File: config.mk
export PLATFORM = sky130hd
export DESIGN_NAME = pokey_top
export DESIGN_NICKNAME = d
export VERILOG_FILES = /design/src/source/pokey_pkg.sv /design/src/source/bus_arbiter.sv /design/src/source/reg_bank.sv /design/src/source/key_scanner.sv /design/src/source/pot_scanner.sv /design/src/source/pokey_top.sv
export SDC_FILE = /design/constraint.sdc
export NUM_CORES = 1
export LEC_CHECK = 0
export ABC_AREA = 1
export BUFFER_PORTS_ARGS = -buffer_cell sky130_fd_sc_hd__buf_2
export CORE_ASPECT_RATIO = 1.4
export CORE_MARGIN = 4
export CORE_UTILIZATION = 35
export DETAILED_ROUTE_END_ITERATION = 12
export GPL_ROUTABILITY_DRIVEN = 0
export GPL_TIMING_DRIVEN = 1
export SYNTH_ARGS = -nofsm -noshare
export SYNTH_HDL_FRONTEND = slang
export SYNTH_SLANG_ARGS = --single-unit
File: constraint.sdc
create_clock -name o2 -period 2.7 [get_ports o2]
set_input_delay 0.405 -clock o2 [delete_from_list [all_inputs] [get_ports o2]]
set_output_delay 0.405 -clock o2 [all_outputs]
set_load 0.005 [all_outputs]
File: src/source/pokey_pkg.sv
package pokey_pkg;

	localparam int ADDR_W = 4; // register address bits
	localparam int DATA_W = 8; // every register is one byte

	// register map, pots sit at the bottom so the address is the pot number
	localparam logic [ADDR_W-1:0] POT0_ADDR   = 4'd0;
	localparam logic [ADDR_W-1:0] POT1_ADDR   = 4'd1;
	localparam logic [ADDR_W-1:0] POT2_ADDR   = 4'd2;
	localparam logic [ADDR_W-1:0] POT3_ADDR   = 4'd3;
	localparam logic [ADDR_W-1:0] POT4_ADDR   = 4'd4;
	localparam logic [ADDR_W-1:0] POT5_ADDR   = 4'd5;
	localparam logic [ADDR_W-1:0] POT6_ADDR   = 4'd6;
	localparam logic [ADDR_W-1:0] POT7_ADDR   = 4'd7;
	localparam logic [ADDR_W-1:0] ALLPOT_ADDR = 4'd8;  // 1 = pot still counting
	localparam logic [ADDR_W-1:0] KBCODE_ADDR = 4'd9;
	localparam logic [ADDR_W-1:0] POTGO_ADDR  = 4'd11; // write only strobe
	localparam logic [ADDR_W-1:0] IRQ_ADDR    = 4'd14; // write irqen, read irqst
	localparam logic [ADDR_W-1:0] SKSTAT_ADDR = 4'd15;

	// skstat layout
	localparam int                SKSTAT_KEY_BIT = 2;     // key down flag, active low
	localparam logic [DATA_W-1:0] SKSTAT_UP      = 8'hFF; // no key held
	localparam logic [DATA_W-1:0] SKSTAT_DOWN    = 8'hFB; // key held, bit 2 clear

	localparam int KEY_IRQ_BIT = 6; // keyboard bit of irqen / irqst

	// pot timing
	localparam logic [DATA_W-1:0] POT_MAX     = 8'd228; // last count of a scan
	localparam int                DUMP_CYCLES = 16;     // pots held discharged

	// keyboard scan
	localparam int KEY_DWELL   = 4;                  // o2 cycles per key code
	localparam int KEY_DWELL_W = $clog2(KEY_DWELL);
	localparam int KEY_CODE_W  = 6;                  // 64 key matrix

	typedef enum logic [1:0] {
		owner_host,
		owner_key,
		owner_pot
	} bus_owner_e;

	typedef enum logic [1:0] {
		key_st_idle,
		key_st_compare, // first hit stored, waiting for the next scan
		key_st_held
	} key_state_e;

	typedef enum logic [1:0] {
		pot_st_idle,
		pot_st_dump,
		pot_st_count,
		pot_st_write
	} pot_state_e;

endpackage

File: src/source/bus_arbiter.sv
module bus_arbiter (
	input  logic                         o2,
	input  logic                         arst_n,
	// outside host
	input  logic                         host_cyc,
	input  logic                         host_stb,
	input  logic                         host_we,
	input  logic [pokey_pkg::ADDR_W-1:0] host_adr,
	input  logic [pokey_pkg::DATA_W-1:0] host_dat_w,
	output logic [pokey_pkg::DATA_W-1:0] host_dat_r,
	output logic                         host_ack,
	// key scanner, writes only
	input  logic                         key_cyc,
	input  logic                         key_stb,
	input  logic [pokey_pkg::ADDR_W-1:0] key_adr,
	input  logic [pokey_pkg::DATA_W-1:0] key_dat,
	output logic                         key_ack,
	// pot scanner, writes only
	input  logic                         pot_cyc,
	input  logic                         pot_stb,
	input  logic [pokey_pkg::ADDR_W-1:0] pot_adr,
	input  logic [pokey_pkg::DATA_W-1:0] pot_dat,
	output logic                         pot_ack,
	// towards the register bank
	output logic                         bus_cyc,
	output logic                         bus_stb,
	output logic                         bus_we,
	output logic [pokey_pkg::ADDR_W-1:0] bus_adr,
	output logic [pokey_pkg::DATA_W-1:0] bus_dat_w,
	input  logic [pokey_pkg::DATA_W-1:0] bus_dat_r,
	input  logic                         bus_ack
);
	import pokey_pkg::*;

	bus_owner_e owner;   // master holding the grant
	logic       busy;    // grant outstanding until the bank acks
	logic       sel_cyc;
	logic       sel_stb;
	logic       host_req;
	logic       key_req;
	logic       pot_req;

	assign host_req = host_cyc & host_stb;
	assign key_req  = key_cyc & key_stb;
	assign pot_req  = pot_cyc & pot_stb;

	// fixed priority, decided only while the bus is free
	always_ff @(posedge o2 or negedge arst_n) begin
		if (!arst_n) begin
			owner <= owner_host;
			busy  <= 1'b0;
		end else if (busy) begin
			if (bus_ack)
				busy <= 1'b0; // master drops stb next cycle, so no regrant
		end else if (host_req) begin
			owner <= owner_host;
			busy  <= 1'b1;
		end else if (key_req) begin
			owner <= owner_key;
			busy  <= 1'b1;
		end else if (pot_req) begin
			owner <= owner_pot;
			busy  <= 1'b1;
		end
	end

	always_comb begin
		case (owner)
			owner_key: begin
				sel_cyc   = key_cyc;
				sel_stb   = key_stb;
				bus_we    = 1'b1; // scanners only write
				bus_adr   = key_adr;
				bus_dat_w = key_dat;
			end
			owner_pot: begin
				sel_cyc   = pot_cyc;
				sel_stb   = pot_stb;
				bus_we    = 1'b1;
				bus_adr   = pot_adr;
				bus_dat_w = pot_dat;
			end
			default: begin
				sel_cyc   = host_cyc;
				sel_stb   = host_stb;
				bus_we    = host_we;
				bus_adr   = host_adr;
				bus_dat_w = host_dat_w;
			end
		endcase
	end

	assign bus_cyc = busy & sel_cyc;
	assign bus_stb = busy & sel_stb; // bank sees nothing until the grant is registered

	// ack goes back to the granted master only
	assign host_ack   = bus_ack & (owner == owner_host);
	assign key_ack    = bus_ack & (owner == owner_key);
	assign pot_ack    = bus_ack & (owner == owner_pot);
	assign host_dat_r = bus_dat_r; // valid with host_ack

endmodule

File: src/source/reg_bank.sv
module reg_bank (
	input  logic                         o2,
	input  logic                         arst_n,
	input  logic                         bus_cyc,
	input  logic                         bus_stb,
	input  logic                         bus_we,
	input  logic [pokey_pkg::ADDR_W-1:0] bus_adr,
	input  logic [pokey_pkg::DATA_W-1:0] bus_dat_w,
	output logic [pokey_pkg::DATA_W-1:0] bus_dat_r,
	output logic                         bus_ack,
	output logic                         potgo,
	output logic                         irq_n
);
	import pokey_pkg::*;

	logic [DATA_W-1:0] pot_reg [8]; // POT0..POT7
	logic [DATA_W-1:0] allpot;
	logic [DATA_W-1:0] kbcode;
	logic              key_up;      // skstat bit 2
	logic [DATA_W-1:0] irqen;
	logic [DATA_W-1:0] irqst;
	logic [DATA_W-1:0] rd_mux;
	logic              req;         // fresh access this cycle
	logic              wr;

	assign req = bus_cyc & bus_stb & ~bus_ack; // stb is still up during the ack cycle
	assign wr  = req & bus_we;

	always_ff @(posedge o2 or negedge arst_n) begin
		if (!arst_n) begin
			bus_ack <= 1'b0;
			potgo   <= 1'b0;
			for (int i = 0; i < 8; i++)
				pot_reg[i] <= '0;
			allpot  <= '0;
			kbcode  <= '0;
			key_up  <= 1'b1; // skstat reads FF
			irqen   <= '0;
			irqst   <= '0;
		end else begin
			bus_ack <= req;                              // one cycle after stb
			potgo   <= wr & (bus_adr == POTGO_ADDR);     // single cycle strobe
			if (wr) begin
				case (bus_adr)
					POT0_ADDR, POT1_ADDR, POT2_ADDR, POT3_ADDR,
					POT4_ADDR, POT5_ADDR, POT6_ADDR, POT7_ADDR:
						pot_reg[bus_adr[2:0]] <= bus_dat_w;
					ALLPOT_ADDR: allpot <= bus_dat_w;
					KBCODE_ADDR: kbcode <= bus_dat_w;
					IRQ_ADDR: begin
						irqen <= bus_dat_w;
						irqst <= irqst & bus_dat_w; // 0 bits acknowledge
					end
					SKSTAT_ADDR: begin
						key_up <= bus_dat_w[SKSTAT_KEY_BIT];
						if (!bus_dat_w[SKSTAT_KEY_BIT])
							irqst[KEY_IRQ_BIT] <= 1'b1; // new key down
					end
					default: ;
				endcase
			end
		end
	end

	always_comb begin
		rd_mux = '1; // unmapped and write only addresses
		case (bus_adr)
			POT0_ADDR, POT1_ADDR, POT2_ADDR, POT3_ADDR,
			POT4_ADDR, POT5_ADDR, POT6_ADDR, POT7_ADDR:
				rd_mux = pot_reg[bus_adr[2:0]];
			ALLPOT_ADDR: rd_mux = allpot;
			KBCODE_ADDR: rd_mux = kbcode;
			IRQ_ADDR:    rd_mux = irqst;
			SKSTAT_ADDR: begin
				rd_mux                 = SKSTAT_UP;
				rd_mux[SKSTAT_KEY_BIT] = key_up;
			end
			default: ;
		endcase
	end

	// read data lines up with bus_ack
	always_ff @(posedge o2) begin
		if (req)
			bus_dat_r <= rd_mux;
	end

	assign irq_n = ~|(irqen & irqst);

endmodule

File: src/source/key_scanner.sv
module key_scanner (
	input  logic                             o2,
	input  logic                             arst_n,
	output logic [pokey_pkg::KEY_CODE_W-1:0] key_scan_n,
	input  logic                             kr1_n,
	output logic                             key_cyc,
	output logic                             key_stb,
	output logic [pokey_pkg::ADDR_W-1:0]     key_adr,
	output logic [pokey_pkg::DATA_W-1:0]     key_dat,
	input  logic                             key_ack
);
	import pokey_pkg::*;

	key_state_e             state;
	logic [KEY_DWELL_W-1:0] dwell_cnt;  // cycles spent on the current code
	logic [KEY_CODE_W-1:0]  held_code;  // compare latch
	logic                   sk_pending; // skstat write queued behind kbcode
	logic                   sample;     // last cycle of the dwell
	logic                   hit;
	logic                   at_held;    // scan is back on the stored code

	assign sample  = (dwell_cnt == KEY_DWELL_W'(KEY_DWELL - 1));
	assign hit     = sample & ~kr1_n; // matrix answers low on a pressed key
	assign at_held = sample & (key_scan_n == held_code);

	always_ff @(posedge o2 or negedge arst_n) begin
		if (!arst_n) begin
			state      <= key_st_idle;
			dwell_cnt  <= '0;
			key_scan_n <= '1; // 63
			held_code  <= '0;
			sk_pending <= 1'b0;
			key_cyc    <= 1'b0;
			key_stb    <= 1'b0;
			key_adr    <= '0;
			key_dat    <= '0;
		end else if (key_stb) begin
			// write in flight, whole scan frozen
			if (key_ack) begin
				key_cyc <= 1'b0;
				key_stb <= 1'b0;
			end
		end else if (sk_pending) begin
			// second half of a key press report
			key_cyc    <= 1'b1;
			key_stb    <= 1'b1;
			key_adr    <= SKSTAT_ADDR;
			key_dat    <= SKSTAT_DOWN;
			sk_pending <= 1'b0;
		end else begin
			if (sample) begin
				dwell_cnt  <= '0;
				key_scan_n <= key_scan_n - 1'b1; // wraps 0 -> 63
			end else begin
				dwell_cnt <= dwell_cnt + 1'b1;
			end

			case (state)
				key_st_idle: begin
					if (hit) begin
						held_code <= key_scan_n; // first hit
						state     <= key_st_compare;
					end
				end
				key_st_compare: begin
					if (at_held) begin
						if (hit) begin
							// same key one scan later, report it
							state      <= key_st_held;
							key_cyc    <= 1'b1;
							key_stb    <= 1'b1;
							key_adr    <= KBCODE_ADDR;
							key_dat    <= DATA_W'(held_code);
							sk_pending <= 1'b1;
						end else begin
							state <= key_st_idle; // bounce
						end
					end
				end
				key_st_held: begin
					// full scan came round without the key
					if (at_held && !hit) begin
						state   <= key_st_idle;
						key_cyc <= 1'b1;
						key_stb <= 1'b1;
						key_adr <= SKSTAT_ADDR;
						key_dat <= SKSTAT_UP;
					end
				end
				default: state <= key_st_idle;
			endcase
		end
	end

endmodule

File: src/source/pot_scanner.sv
module pot_scanner (
	input  logic                         o2,
	input  logic                         arst_n,
	input  logic                         potgo,
	input  logic [7:0]                   pot_line,
	output logic                         pot_dump,
	output logic                         pot_cyc,
	output logic                         pot_stb,
	output logic [pokey_pkg::ADDR_W-1:0] pot_adr,
	output logic [pokey_pkg::DATA_W-1:0] pot_dat,
	input  logic                         pot_ack
);
	import pokey_pkg::*;

	pot_state_e        state;
	logic [DATA_W-1:0] cnt;         // dump timer, then the pot counter
	logic [DATA_W-1:0] pot_val [8]; // latched counts
	logic [7:0]        done;        // line has already risen
	logic [3:0]        widx;        // next result, 8 is allpot, 9 is finished

	always_ff @(posedge o2 or negedge arst_n) begin
		if (!arst_n) begin
			state    <= pot_st_idle;
			cnt      <= '0;
			done     <= '0;
			widx     <= '0;
			pot_dump <= 1'b0;
			pot_cyc  <= 1'b0;
			pot_stb  <= 1'b0;
			pot_adr  <= '0;
			pot_dat  <= '0;
		end else begin
			if (pot_stb && pot_ack) begin
				pot_cyc <= 1'b0;
				pot_stb <= 1'b0;
			end

			case (state)
				pot_st_idle: begin
					if (potgo && !pot_stb) begin
						state    <= pot_st_dump;
						pot_dump <= 1'b1; // discharge the caps
						cnt      <= '0;
						done     <= '0;
						pot_cyc  <= 1'b1;
						pot_stb  <= 1'b1;
						pot_adr  <= ALLPOT_ADDR;
						pot_dat  <= '1; // all pots counting
					end
				end
				pot_st_dump: begin
					if (cnt == DATA_W'(DUMP_CYCLES - 1)) begin
						pot_dump <= 1'b0;
						cnt      <= '0;
						state    <= pot_st_count;
					end else begin
						cnt <= cnt + 1'b1;
					end
				end
				pot_st_count: begin
					// keeps counting even if the allpot write is still waiting
					done <= done | pot_line;
					if (cnt == POT_MAX) begin
						state <= pot_st_write;
						widx  <= '0;
					end else begin
						cnt <= cnt + 1'b1;
					end
				end
				pot_st_write: begin
					if (!pot_stb) begin
						if (widx == 4'd9) begin
							state <= pot_st_idle; // allpot 0 acked
						end else begin
							pot_cyc <= 1'b1;
							pot_stb <= 1'b1;
							pot_adr <= (widx == 4'd8) ? ALLPOT_ADDR : POT0_ADDR + widx;
							pot_dat <= (widx == 4'd8) ? '0 : pot_val[widx[2:0]];
							widx    <= widx + 1'b1;
						end
					end
				end
				default: state <= pot_st_idle;
			endcase
		end
	end

	// first rising cycle wins, lines still low at the end get POT_MAX
	always_ff @(posedge o2) begin
		if (state == pot_st_count) begin
			for (int i = 0; i < 8; i++) begin
				if (!done[i] && (pot_line[i] || cnt == POT_MAX))
					pot_val[i] <= cnt;
			end
		end
	end

endmodule

File: src/source/pokey_top.sv
module pokey_top (
	input  logic                             o2,     // phase 2 clock
	input  logic                             arst_n,
	// host wishbone slave port
	input  logic                             host_cyc,
	input  logic                             host_stb,
	input  logic                             host_we,
	input  logic [pokey_pkg::ADDR_W-1:0]     host_adr,
	input  logic [pokey_pkg::DATA_W-1:0]     host_dat_w,
	output logic [pokey_pkg::DATA_W-1:0]     host_dat_r,
	output logic                             host_ack,
	// controller side
	output logic [pokey_pkg::KEY_CODE_W-1:0] key_scan_n,
	input  logic                             kr1_n,
	input  logic [7:0]                       pot_line,
	output logic                             pot_dump,
	output logic                             irq_n
);
	import pokey_pkg::*;

	// key scanner master
	logic              key_cyc;
	logic              key_stb;
	logic [ADDR_W-1:0] key_adr;
	logic [DATA_W-1:0] key_dat;
	logic              key_ack;
	// pot scanner master
	logic              pot_cyc;
	logic              pot_stb;
	logic [ADDR_W-1:0] pot_adr;
	logic [DATA_W-1:0] pot_dat;
	logic              pot_ack;
	// shared bus, owner kept as bus_owner_e inside the arbiter
	logic              bus_cyc;
	logic              bus_stb;
	logic              bus_we;
	logic [ADDR_W-1:0] bus_adr;
	logic [DATA_W-1:0] bus_dat_w;
	logic [DATA_W-1:0] bus_dat_r;
	logic              bus_ack;
	logic              potgo;   // bank -> pot scanner

	bus_arbiter bus_arbiter_inst (
		.o2(o2), .arst_n(arst_n),
		.host_cyc(host_cyc), .host_stb(host_stb), .host_we(host_we),
		.host_adr(host_adr), .host_dat_w(host_dat_w),
		.host_dat_r(host_dat_r), .host_ack(host_ack),
		.key_cyc(key_cyc), .key_stb(key_stb), .key_adr(key_adr),
		.key_dat(key_dat), .key_ack(key_ack),
		.pot_cyc(pot_cyc), .pot_stb(pot_stb), .pot_adr(pot_adr),
		.pot_dat(pot_dat), .pot_ack(pot_ack),
		.bus_cyc(bus_cyc), .bus_stb(bus_stb), .bus_we(bus_we),
		.bus_adr(bus_adr), .bus_dat_w(bus_dat_w),
		.bus_dat_r(bus_dat_r), .bus_ack(bus_ack)
	);

	reg_bank reg_bank_inst (
		.o2(o2), .arst_n(arst_n),
		.bus_cyc(bus_cyc), .bus_stb(bus_stb), .bus_we(bus_we),
		.bus_adr(bus_adr), .bus_dat_w(bus_dat_w),
		.bus_dat_r(bus_dat_r), .bus_ack(bus_ack),
		.potgo(potgo), .irq_n(irq_n)
	);

	key_scanner key_scanner_inst (
		.o2(o2), .arst_n(arst_n),
		.key_scan_n(key_scan_n), .kr1_n(kr1_n),
		.key_cyc(key_cyc), .key_stb(key_stb), .key_adr(key_adr),
		.key_dat(key_dat), .key_ack(key_ack)
	);

	pot_scanner pot_scanner_inst (
		.o2(o2), .arst_n(arst_n),
		.potgo(potgo), .pot_line(pot_line), .pot_dump(pot_dump),
		.pot_cyc(pot_cyc), .pot_stb(pot_stb), .pot_adr(pot_adr),
		.pot_dat(pot_dat), .pot_ack(pot_ack)
	);

endmodule

# Word-level counts from Yosys, hierarchy flattened
# Memories as Yosys holds them, arrays and structs flattened.
# Cells that the tools add are included.
[op_classes] n_addsub=4 multipliers=0 n_div=0 n_lt_le_gt_ge=2 eq_ne=43 n_shift=0 n_mux=116 bitwise=23 n_reduce_logical=66
[ops] operator="$mux 8" n=14
[ops] operator="$bwmux 64" n=1
[ops] operator="$pmux 8 s2" n=4
[ops] operator="$mux 1" n=55
[ops] operator="$mux 4" n=11
[ops] operator="$pmux 8 s5" n=1
[ops] operator="$pmux 4 s2" n=4
[ops] operator="$eq 4x4->1 const B" n=7
[ops] operator="$mux 2" n=13
[ops] operator="$bmux 8 s3" n=1
[ops] operator="$demux 8 s3" n=1
[ops] operator="$pmux 8 s3" n=1
[ops] operator="$reduce_and 5->1" n=4
[ops] operator="$and 8x8->8" n=2
[ops] operator="$eq 4x3->1 const B" n=4
[ops] operator="$pmux 1 s2" n=8
[ops] operator="$reduce_and 2->1" n=8
[ops] operator="$reduce_or 8->1" n=2
[ops] operator="$and 1x1->1" n=14
[ops] operator="$logic_and 1x1->1" n=12
[ops] operator="$ne 2x1->1 const B" n=6
[ops] operator="$ne 2x2->1 const B" n=6
[ops] operator="$ne 4x1->1 const B" n=3
[ops] operator="$reduce_and 3->1" n=4
[ops] operator="28 further kinds" n=68
[word_totals] register_bits=178 latch_bits=0 mem_bits_rw=64 mem_bits_ro=0 out_inout_bits=17 elab_cells=292 n_memories=1
[mem_list] name="pot_scanner_inst.pot_val" depth=8 width=8 read_ports=1 rd_clocked_by_memory_dff=0 write_ports=8 line_no="pot_scanner.sv:17" rtl="logic [DATA_W-1:0] pot_val [8];"

# Depth between registers and ports, before layout
# Gate-level depths: netlist of the first run.
[logic_depth] ltp_word=8 depth_mapped=15 ltp_nobuf=14

# Modules after synthesis
# From an unflattened synthesis of the first run, not the netlist that was laid out.
[unflattened] cells_unflattened=1378 area_unflattened_um2=11777.5
[modules_own_cells] mod="reg_bank" instances=1 cells_per_inst=588 area_per_inst_um2=4934.7 seq_area_each_um2=2718.9
[modules_own_cells] mod="pot_scanner" instances=1 cells_per_inst=508 area_per_inst_um2=4742.0 seq_area_each_um2=2847.7
[modules_own_cells] mod="key_scanner" instances=1 cells_per_inst=178 area_per_inst_um2=1505.2 seq_area_each_um2=683.2
[modules_own_cells] mod="bus_arbiter" instances=1 cells_per_inst=104 area_per_inst_um2=595.6 seq_area_each_um2=75.1

# Worst setup path before layout of the first run
# OpenSTA, ideal clock, no wires.
[synth_path] path_type="register to register" start="register bus_arbiter_inst.owner[0]" end="register reg_bank_inst.bus_dat_r[4] (netlist name) (data pin)" t_arrival_ns=1.888 path_slack_ns=0.558 stages_incl_launch_ff=11 n_path_buf=2 path_cell_list="dfrtp_1 > inv_1 > ha_1 > buf_6 > o21ai_2 > inv_2 > clkbuf_1 > o21ai_0 > nor2_1 > nand3b_1 > nand2_1"
[synth_between] elab_chain_cells=7 word_cells_on_any_way=21 classes_between="eq/ne (13); mux (5); bitwise (1); reduce/logical (2)"
[synth_lines] element="from (decl)" line_no="bus_arbiter.sv:35" rtl="bus_owner_e owner;"
[synth_lines] element="from (signal assigned)" line_no="bus_arbiter.sv:50" rtl="owner <= owner_host;"
[synth_lines] element="from (signal assigned)" line_no="bus_arbiter.sv:56" rtl="owner <= owner_host;"
[synth_lines] element="from (signal assigned)" line_no="bus_arbiter.sv:59" rtl="owner <= owner_key;"
[synth_lines] element="$eq 2x2->1 / $eq 2x1->1 (equally long branches)" line_no="bus_arbiter.sv:68" rtl="case (owner)"
[synth_lines] element="$pmux 4 s2 (*)" line_no="bus_arbiter.sv:68"
[synth_lines] element="$not 3->4 (not written as such)" line_no="reg_bank.sv:70" rtl="rd_mux = pot_reg[bus_adr[2:0]];"
[synth_lines] element="$bmux 8 s3" line_no="reg_bank.sv:70"
[synth_lines] element="$mux 8 (not written as such) (2 in series)" line_no="reg_bank.sv:70"
[synth_lines] element="$pmux 8 s5 (*)" line_no="reg_bank.sv:67" rtl="case (bus_adr)"
[synth_lines] element="to (signal assigned)" line_no="reg_bank.sv:85" rtl="bus_dat_r <= rd_mux;"
[synth_lines] element="to (decl)" line_no="reg_bank.sv:9" rtl="output logic [pokey_pkg::DATA_W-1:0] bus_dat_r,"
# Every way passes the cells marked *; elsewhere a longest branch is shown, timed or not. The select of a mux whose other input is x is not followed.
# A chain may end at the register's enable or synchronous reset.

# Worst setup path in the final report of the first run
[layout_path] start="register bus_arbiter_inst.owner[0]" end="register reg_bank_inst.bus_dat_r[7] (netlist name) (data pin)"
# The elaborated chain is that of the path after synthesis.

==> out/qor.yml, run 1 <==
status: "finished clean"
synth.lib_cells_used.distinct: 49
ff2ff_path_depth: 11
compound_gate_portion_of_the_synthesized_area: 0.152
synth_top_flop_cell: "sky130_fd_sc_hd__dfrtp_1"
grt_setup_unrepaired: "no"
design.core.area_um2: 30900
dp.cells: 1611
layout_min_cycle_time_ns: 2.46
layout.cells.most_common_list: "sky130_fd_sc_hd__nand2_1 (267), sky130_fd_sc_hd__dfrtp_1 (159), sky130_fd_sc_hd__o21ai_0 (120), sky130_fd_sc_hd__nor2_1 (118), sky130_fd_sc_hd__inv_1 (90)"
worst_clock_skew_ns: 0.0336
grt_total_usage: 0.169
synth_sequential_area_ratio: 0.575
r2r-start: "bus_arbiter_inst.owner[0]"
drtPass1Iterations: 5
setup_viol: 0
post_synth_inst_count: 1179
insertion_delay_ns: 0.57
synthXorXnorAreaFrac: 0.00557
grt_pass1_wl_mm: 45.7
start_kind: "flip-flop"
nNetsFinal: 1294
post_synth_fa_ha_maj_area_fraction: 0.0193
avgSynthCellArea_um2: 9.33
achievable_clock_frequency_ghz: 0.406
die_w_um: 158
clk_root_buffer_cell: "sky130_fd_sc_hd__clkbuf_16"
synth-simple-area-share: 0.191
detailed_place.area_um2: 11800
cts.htree.levels: 1
worst_pin_slew_ns: 0.663
layout.cells.most_common: "sky130_fd_sc_hd__nand2_1"
routed-via-count: 8372
worstSetupEndpointType: "flip-flop"
diodes: 0
synth_top_cells_by_area: "sky130_fd_sc_hd__dfrtp_1 (36%), sky130_fd_sc_hd__edfxtp_1 (20%), sky130_fd_sc_hd__nand2_1 (9.1%), sky130_fd_sc_hd__o21ai_0 (5.5%), sky130_fd_sc_hd__nor2_1 (4.0%)"
slew-limit-headroom: 0.553
critPathMaxFanout: 21
holdWs_ns: 0.115
drt.antenna.violating_nets: 0
timing.hold.worst_endpoint: "pot_scanner_inst.done[1]"
worst-endpoint-arrival_ns: 2.75
hold_startpoint: "pot_line[1]"
number_of_fill_cells: 3009
postLayoutCellArea_um2: 12700
dp_hpwl_mm: 20.7
synth.top_cell.area_share: 0.362
regToRegSetupSlack_ns: 0.24
cts.sinks: 238
cts_tree: "yes"
cellLeakagePower_nw: 5.70
floorplan.initialDensity: 0.356
power.ir.vdd_worst_v: 0.000449
totalWireLength_mm: 28.8
main_combinational_cell_family_by_area_after_synthesis: "simple AND/OR/NAND/NOR gates"
pin_count_of_the_biggest_net_entering_global_routing: 92
die_area_um2: 34400
hold_viol_final: 0
ys.warnings.count: 0
routedWlPerCell_um: 17.4
chipHeight_um: 218
yosys.area.top_type: "sky130_fd_sc_hd__dfrtp_1"
clkSlewWorstSetupHoldPaths_ns: 0.06
synth-async-reset-ratio: 0.697
critical_path.reg2reg.endpoint: "reg_bank_inst.bus_dat_r[7]"
finalNonFillerCells: 1660
core.rowCount: 76
detail_route.vias_per_cell: 5.04
grt_pass1_vias: 8359
timing.setup.critical_path_class: "flip-flop to flip-flop"
layout_worst_path_cycle_share: 0.912
drt-initial-drc-count: 626
cts_inserted_buffers: 25
cellPowerDensity_nw_per_um2: 594
min-delay-path-class: "input port to flip-flop"
syn_to_final_growth_pct: 15.9
post_synth_instance_area_um2: 11000
post_route_cells_drive_above_1_share: 0.139
crit_required_ns: 2.98
io_pins: 43
detail_route.drc_violations: 0
maxCapViolations: 0
tns_ns: 0
slew_viol_final: 0
synth.ff_latch_count: 238
final_core_util: 0.412
grt_antenna_before_repair: 0
grt-ovfl-total: 0
clk_path_buf_depth: 3
edff_count_synth: 72
worstHoldPathCells: 3
yosys-mux-area-fraction: 0
io_buffer_count: 42
mappedNetlistNets: 1222
[kinds of logic (layout without fill, tap and decap cells)]
logic type | count (synthesis) | after routing
AOI/OAI and AO/OA | 301 | 301
and+or+nand+nor | 472 | 472
buffers and inverters | 144 | 235
xor gates and xnor gates | 7 | 7
DFF | 238 | 238
adders and majority gates | 17 | 17
[critical path: stages (launching register included)]
cell and delay [ns]:
sky130_fd_sc_hd__dfrtp_1 0.38, sky130_fd_sc_hd__inv_1 0.10, sky130_fd_sc_hd__ha_2 0.36, sky130_fd_sc_hd__inv_2 0.16, sky130_fd_sc_hd__nand2_1 0.10, sky130_fd_sc_hd__nand2_4 0.16
sky130_fd_sc_hd__buf_4 0.29, sky130_fd_sc_hd__nand2_1 0.19, sky130_fd_sc_hd__o22ai_1 0.19, sky130_fd_sc_hd__nor2_1 0.06, sky130_fd_sc_hd__nand2_1 0.12, sky130_fd_sc_hd__nand2_1 0.07
[cells in the mapped netlist, drive strengths merged (7+ instances only)]
| master | number |
|---|---|
| xor2 | 7 |
| nand3 | 52 |
| o221ai | 10 |
| buf | 20 |
| ha | 17 |
| dfstp | 7 |
| clkbuf | 23 |
| nor2 | 128 |
| o22ai | 21 |
| nand2 | 273 |
| o21ai | 208 |
| edfxtp | 72 |
| a21oi | 37 |
| inv | 99 |
| dfrtp | 159 |
[layout make-up]
class	count	area (um^2)	share of cell area
Clock buffer	31	648	0.0508
Timing Repair Buffer	88	589	0.0462
Tap cell	390	488	0.0383
Sequential cell	238	6320	0.496
Clock inverter	15	255	0.0200
Inverter	101	382	0.0299
Multi-Input combinational cell	797	4060	0.319
[how the worst max path moves through the flow]
stage,endpoint,slack (ns),depth (start not counted),startpoint
after CTS,reg_bank_inst.pot_reg[18],0.14,12,bus_arbiter_inst.owner[0]
after global routing,reg_bank_inst.pot_reg[18],0.04,13,bus_arbiter_inst.owner[0]
after detailed placement,reg_bank_inst.pot_reg[4],0.14,12,bus_arbiter_inst.owner[0]
after floorplan,reg_bank_inst.bus_dat_r[4],0.56,10,bus_arbiter_inst.owner[0]
final,reg_bank_inst.bus_dat_r[7],0.24,11,bus_arbiter_inst.owner[0]
after global placement,reg_bank_inst.pot_reg[2],0.18,12,bus_arbiter_inst.owner[0]
[where the power goes]
part           total [mW]  switching [mW]  internal, mW
clock network        3.79            1.49          2.30
registers            3.70               0          3.70
logic              0.0854          0.0663        0.0191
[per-stage QoR]
step | setup WS, ns | power [mW]
2_1_floorplan | 0.558 | 3.77
3_3_place_gp | 0.182 | 3.86
3_5_place_dp | 0.142 | 3.86
4_1_cts | 0.137 | 7.67
5_1_grt | 0.0410 | 7.82
6_report | 0.237 | 7.57
[repair_timing]
item	CTS	global route
hold buffers	1	0
hold endpoints to repair	36	0
pin swaps	0	1
setup endpoints to repair	1	94
setup buffers	0	2
gates resized for setup	2	2
[metal layers]
metal / GRT usage / wire, um / vias up / part of all wire
met1: 0.198 / 11300 / 3970 / 0.39
met3: 0.0193 / 1140 / 68 / 0.040
li1: - / - / 4123 / -
met2: 0.306 / 15100 / 211 / 0.52
met5: 0 / 0 / - / 0
met4: 0.0758 / 1270 / 0 / 0.044
Power figures use the tool's default switching activity.
==> run 2: changes to the inputs <==
==> constraint.sdc (replaced) <==
create_clock -name o2 -period 2.7 [get_ports o2]
set_input_delay 0.54 -clock o2 [delete_from_list [all_inputs] [get_ports o2]]
set_output_delay 0.54 -clock o2 [all_outputs]
set_load 0.005 [all_outputs]
==> run 2 against run 1 <==
- die area unchanged
- clock skew is 0.021 ns lower
- clock power up 5.8%
- cell area is 0.27% higher
==> out/qor.yml, run 2 (synthesis results as in run 1) <==
number_of_fill_cells: 3013  # +0.13%
timing.setup.critical_path_class: "flip-flop to flip-flop"
cellPowerDensity_nw_per_um2: 609  # +2.6%
layout.cells.most_common: "sky130_fd_sc_hd__nand2_1"
syn_to_final_growth_pct: 16.2
grt_setup_unrepaired: "no"
floorplan.initialDensity: 0.356  # unchanged
io_buffer_count: 42  # unchanged
power.ir.vdd_worst_v: 0.000682  # +52%
cts_tree: "yes"
design.core.area_um2: 30900  # unchanged
post_route_cells_drive_above_1_share: 0.136  # -0.00236
die_w_um: 158  # unchanged
chipHeight_um: 218  # unchanged
layout_min_cycle_time_ns: 2.49  # +0.0319 ns
io_pins: 43  # unchanged
cellLeakagePower_nw: 5.73  # +0.51%
diodes: 0  # unchanged
drt-initial-drc-count: 507  # -19%
layout_worst_path_cycle_share: 0.924  # +0.0118
worst-endpoint-arrival_ns: 2.80  # +0.05 ns
power_mw: 7.79  # +2.9%
worst_clock_skew_ns: 0.0125  # -0.0211 ns
routed-via-count: 8349  # -0.27%
grt-ovfl-total: 0  # unchanged
multi_input_area_um2: 4050  # -0.22%
worstSetupEndpointType: "flip-flop"
die_area_um2: 34400  # unchanged
regToRegSetupSlack_ns: 0.21  # -0.03 ns
cts_post_setup_buffers_inserted: 0  # unchanged
drt.antenna.violating_nets: 0  # unchanged
achievable_clock_frequency_ghz: 0.401  # -1.3%
tns_ns: 0  # unchanged
sequential_cell_area_in_the_final_layout_um2: 6320  # unchanged
slew_viol_final: 0  # unchanged
maxCapViolations: 0  # unchanged
status: "finished clean"
slew-limit-headroom: 0.610  # +0.0571
insertion_delay_ns: 0.55  # -0.02 ns
critPathMaxFanout: 24  # +14%
grt_pass1_vias: 8309  # -0.60%
dp_hpwl_mm: 20.1  # -2.9%
core.rowCount: 76  # unchanged
cts.sinks: 238  # unchanged
detail_route.vias_per_cell: 5.03  # -0.27%
hold_viol_final: 0  # unchanged
start_kind: "flip-flop"
drtPass1Iterations: 5  # unchanged
grt_pass1_wl_mm: 45.0  # -1.5%
clk_path_buf_depth: 3  # unchanged
clk_root_buffer_cell: "sky130_fd_sc_hd__clkbuf_16"
routedWlPerCell_um: 17.1  # -1.7%
pin_count_of_the_biggest_net_entering_global_routing: 78  # -15%
nNetsFinal: 1293  # -0.077%
setup_viol: 0  # unchanged
clkSlewWorstSetupHoldPaths_ns: 0.06  # about the same
crit_required_ns: 3.00  # +0.02 ns
grt_antenna_before_repair: 0  # unchanged
worst_pin_slew_ns: 0.578  # -0.0848 ns
grt_total_usage: 0.166  # -0.00350
totalWireLength_mm: 28.3  # -1.7%
detail_route.drc_violations: 0  # unchanged
min-delay-path-class: "input port to flip-flop"
layout.cells.most_common_list: "sky130_fd_sc_hd__nand2_1 (267), sky130_fd_sc_hd__dfrtp_1 (159), sky130_fd_sc_hd__o21ai_0 (120), sky130_fd_sc_hd__nor2_1 (118), sky130_fd_sc_hd__inv_1 (90)"
cts.htree.levels: 1  # unchanged
cts_inserted_buffers: 26  # +4.0%
-- run 2: cell count changes in the layout (fill, tap and decap cells not counted), moves of 2 or more --
cell and delta:
sky130_fd_sc_hd__clkbuf_16 +2, sky130_fd_sc_hd__clkinv_4 -2, sky130_fd_sc_hd__clkinv_1 +5, sky130_fd_sc_hd__clkbuf_1 -4, sky130_fd_sc_hd__buf_4 -2
-- run 2: per-stage QoR --
stage          utilization  instances  hold WS (ns)  cell area, um^2  worst slack, ns
5_1_grt              0.414       1660         0.250            12800           0.0136
4_1_cts              0.413       1660         0.230            12800            0.200
3_5_place_dp         0.382       1611         0.441            11800            0.215
6_report             0.414       1660         0.253            12800            0.205
2_1_floorplan            -       1179         0.244            11000            0.558
3_3_place_gp         0.382       1611         0.439            11800            0.253
-- run 2: layer usage --
metal / GRT usage / share of wire
met5: 0 / 0
met4: 0.0763 / 0.043
met3: 0.0212 / 0.043
met2: 0.297 / 0.52
met1: 0.195 / 0.39
-- run 2: final cells by class --
class,instances,share of cell area
flip-flops and latches,238,0.495
repair buffers,86,0.0449
inverters,101,0.0299
multi-input cells,797,0.317
clock buffers,29,0.0535
clock inverters,19,0.0217
well taps,390,0.0382
-- run 2: worst paths after layout --
kind | from | to | cells after the start
setup / recovery | bus_arbiter_inst.owner[0] | reg_bank_inst.bus_dat_r[4] | 12
hold reg to reg | key_scanner_inst.key_adr[0] | key_scanner_inst.key_adr[0] | 2
max in group asynchronous | arst_n | reg_bank_inst.pot_reg[17] | 3
min in group asynchronous | arst_n | key_scanner_inst.dwell_cnt[1] | 2
hold / removal | pot_line[2] | pot_scanner_inst.done[2] | 3
setup reg to reg | bus_arbiter_inst.owner[0] | reg_bank_inst.bus_dat_r[4] | 12
-- run 2: critical path, cell delays in order (launching register included) --
cell                       delay (ns)
sky130_fd_sc_hd__dfrtp_1         0.35
sky130_fd_sc_hd__inv_1           0.07
sky130_fd_sc_hd__ha_1            0.39
sky130_fd_sc_hd__buf_4           0.19
sky130_fd_sc_hd__inv_2           0.11
sky130_fd_sc_hd__nand2_1         0.10
sky130_fd_sc_hd__nand2_4         0.12
sky130_fd_sc_hd__buf_4           0.31
sky130_fd_sc_hd__nand2_1         0.21
sky130_fd_sc_hd__o21ai_0         0.20
sky130_fd_sc_hd__nor2_1          0.07
sky130_fd_sc_hd__nand3b_1        0.08
sky130_fd_sc_hd__nand2_1         0.05
-- run 2: repair_timing --
item	CTS	global route
hold buffers	1	0
resized for setup	0	1
endpoints found under the setup margin	0	1
hold endpoints to repair	18	0
-- run 2: power by group --
part           total, mW  internal (mW)  switching, mW
registers           3.70           3.70              0
logic             0.0866         0.0212         0.0655
clock network       4.01           2.49           1.51
total               7.79           6.21           1.58
==> run 3: changes to the inputs <==
- ABC_AREA: 1 -> not set
- BUFFER_PORTS_ARGS: -buffer_cell sky130_fd_sc_hd__buf_2 -> -buffer_cell sky130_fd_sc_hd__buf_4
==> run 3 against run 2 <==
- worst hold slack better by 0.021 ns
- final cell count is 15% lower
- sequential power is 56% higher
- clock skew is 0.0052 ns higher
- global-route usage is 0.12 points higher
- die area is 0.70% lower
- sequential share of layout area is 0.26 points lower
- core utilization is 0.35 points higher
- via count is 10% lower
- flip-flop and latch count stayed put
- clock-buffer cell count is 4 higher
- largest power group is now combinational logic
- highest routed layer unchanged
==> out/qor.yml, run 3 <==
number_of_fill_cells: 2974  # -1.3%
crit_required_ns: 2.98  # -0.02 ns
layout.cells.most_common: "sky130_fd_sc_hd__dfrtp_1"
clk_path_buf_depth: 3  # unchanged
yosys.area.top_type: "sky130_fd_sc_hd__dfrtp_1"
clkSlewWorstSetupHoldPaths_ns: 0.06  # about the same
grt_pass1_vias: 7837  # -5.7%
sequential_cell_area_in_the_final_layout_um2: 6320  # unchanged
avgSynthCellArea_um2: 12.1  # +30%
cts_tree: "yes"
ys.warnings.count: 0  # unchanged
grt_total_usage: 0.167  # +0.00119
worst_pin_slew_ns: 1.03  # +0.451 ns
worstSetupEndpointType: "flip-flop"
cellPowerDensity_nw_per_um2: 1300  # +110%
synth-async-reset-ratio: 0.697  # unchanged
maxCapViolations: 0  # unchanged
drtPass1Iterations: 5  # unchanged
grt-ovfl-total: 0  # unchanged
cts_inserted_buffers: 25  # -3.8%
layout_min_cycle_time_ns: 2.59  # +0.100 ns
post_synth_instance_area_um2: 10900  # -0.73%
chipHeight_um: 217  # -0.35%
min-delay-path-class: "input port to flip-flop"
dp_hpwl_mm: 20.0  # -0.28%
synth_top_flop_cell: "sky130_fd_sc_hd__dfrtp_1"
cellLeakagePower_nw: 5.38  # -6.1%
totalWireLength_mm: 28.0  # -1.3%
synth.lib_cells_used.distinct: 70  # +43%
grt_setup_unrepaired: "yes"
routed-via-count: 7507  # -10%
final_core_util: 0.417  # +0.00347
routedWlPerCell_um: 19.9  # +17%
grt_antenna_before_repair: 0  # unchanged
pin_count_of_the_biggest_net_entering_global_routing: 89  # +14%
multi_input_area_um2: 4360  # +7.6%
design.core.area_um2: 30800  # -0.31%
worstHoldPathCells: 3  # unchanged
synth_sequential_area_ratio: 0.579  # +0.00422
cp_cell_sequence: "inv_1, ha_1, a21boi_2, a21boi_1, mux2_2, o221ai_1, o21ai_0, a31o_2"
power.ir.vdd_worst_v: 0.000589  # -14%
cts.sinks: 238  # unchanged
tns_ns: 0  # unchanged
worst-endpoint-arrival_ns: 2.88  # +0.08 ns
synth.top_cell.area_share: 0.364  # +0.00265
start_kind: "flip-flop"
cts.htree.levels: 1  # unchanged
highest_delay_cell_along_the_critical_path: "sky130_fd_sc_hd__a21boi_1"
die_area_um2: 34100  # -0.70%
worst_clock_skew_ns: 0.0177  # +0.00522 ns
max_stage_delay_ns: 0.49  # +0.10 ns
io_pins: 43  # unchanged
critPathMaxFanout: 6  # -75%
die_w_um: 157  # -0.35%
syn_to_final_growth_pct: 17.6
detail_route.drc_violations: 0  # unchanged
hold_viol_final: 0  # unchanged
post_synth_inst_count: 901  # -24%
ff2ff_path_depth: 8  # -4
layout.cells.most_common_list: "sky130_fd_sc_hd__dfrtp_1 (159), sky130_fd_sc_hd__buf_4 (106), sky130_fd_sc_hd__mux2_2 (76), sky130_fd_sc_hd__nand2_1 (75), sky130_fd_sc_hd__edfxtp_1 (72)"
slew-limit-headroom: 0.314  # -0.296
core.rowCount: 76  # unchanged
holdWs_ns: 0.274  # +0.0207 ns
synth_top_cells_by_area: "sky130_fd_sc_hd__dfrtp_1 (36%), sky130_fd_sc_hd__edfxtp_1 (20%), sky130_fd_sc_hd__mux2_2 (7.8%), sky130_fd_sc_hd__mux4_2 (3.3%), sky130_fd_sc_hd__a21oi_1 (2.7%)"
status: "finished clean"
layout_worst_path_cycle_share: 0.961  # +0.0372
drt.antenna.violating_nets: 0  # unchanged
dp.cells: 1357  # -16%
finalNonFillerCells: 1404  # -15%
nNetsFinal: 1038  # -20%
post_route_cells_drive_above_1_share: 0.254  # +0.118
detail_route.vias_per_cell: 5.35  # +6.3%
diodes: 0  # unchanged
floorplan.initialDensity: 0.354  # -0.00150
insertion_delay_ns: 0.54  # about the same
timing.setup.critical_path_class: "flip-flop to flip-flop"
synthMostInstantiatedCell: "sky130_fd_sc_hd__dfrtp_1"
drt-initial-drc-count: 496  # -2.2%
io_buffer_count: 42  # unchanged
power_mw: 16.7  # +110%
synth.ff_latch_count: 238  # unchanged
slew_viol_final: 0  # unchanged
setup_viol: 0  # unchanged
edff_count_synth: 72  # unchanged
grt_pass1_wl_mm: 45.0  # about the same
clk_root_buffer_cell: "sky130_fd_sc_hd__clkbuf_16"
achievable_clock_frequency_ghz: 0.385  # -3.9%
synthTopCellsByCount: "sky130_fd_sc_hd__dfrtp_1 (159), sky130_fd_sc_hd__mux2_2 (76), sky130_fd_sc_hd__nand2_1 (75)"
mappedNetlistNets: 944  # -23%
run 3: area by class of cell:
class,count,share of cell area
clock buffer,33,0.0510
clock inverter,13,0.00760
inverter,18,0.00526
multi-input combinational,602,0.339
sequential,238,0.492
tap,390,0.0380
timing repair buffer,110,0.0667
run 3: worst paths after layout:
path	start	to	slack, ns
min in group asynchronous	arst_n	key_scanner_inst.state[0]	0.48
worst max register to register	bus_arbiter_inst.owner[0]	reg_bank_inst.bus_dat_r[5]	0.11
max in group asynchronous	arst_n	reg_bank_inst.key_up	1.41
worst min-delay path	pot_line[1]	pot_scanner_inst.done[1]	0.27
worst min register to register	reg_bank_inst.pot_reg[25]	reg_bank_inst.pot_reg[25]	0.49
worst max-delay path	bus_arbiter_inst.owner[0]	reg_bank_inst.bus_dat_r[5]	0.11
run 3: cell families (layout without fill, tap and decap cells):
kind of cell / count (synthesis) / count (layout) / share of synthesized area
xor+xnor: 11 / 11 / 0.00882
compound gates: 238 / 238 / 0.142
fa+ha+maj: 17 / 17 / 0.0195
buf+inv: 61 / 174 / 0.0227
simple gates: 226 / 226 / 0.0991
mux: 110 / 110 / 0.129
flops: 238 / 238 / 0.579
run 3: routing by layer:
layer / vias to the layer above / GRT usage / routed length [um]
met5: - / 0 / 0
met4: 0 / 0.0560 / 935
met3: 45 / 0.0185 / 923
met2: 147 / 0.308 / 15000
met1: 3774 / 0.200 / 11200
li1: 3541 / - / -
run 3: report_power, final:
| part | internal (mW) | switching [mW] |
|---|---|---|
| Clock | 1.81 | 1.41 |
| Sequential | 5.00 | 0.761 |
| Combinational | 3.23 | 4.49 |
| Total | 10.0 | 6.67 |
run 3: critical path, delay by kind of cell (launching register included):
kind,cells,cell delay [ns]
flip-flops,1,0.36
AO/OA/AOI/OAI,5,1.18
adder cells (fa/ha/maj),1,0.35
multiplexers,1,0.41
buffers and inverters,1,0.07
run 3: what timing repair did:
| item | 4_1_cts | 5_1_grt |
|---|---|---|
| hold buffers | 1 | 0 |
| endpoints found under the setup margin | 0 | 16 |
| resized for setup | 0 | 1 |
| buffers inserted | 0 | 0 |
| hold endpoints to repair | 28 | 0 |
run 3: per-stage QoR:
stage / cell area [um^2] / worst slack [ns]
2_1_floorplan: 10900 / 0.0718
3_3_place_gp: 12100 / 0.145
3_5_place_dp: 12100 / 0.127
4_1_cts: 12800 / 0.0956
5_1_grt: 12800 / -0.0358
6_report: 12800 / 0.105
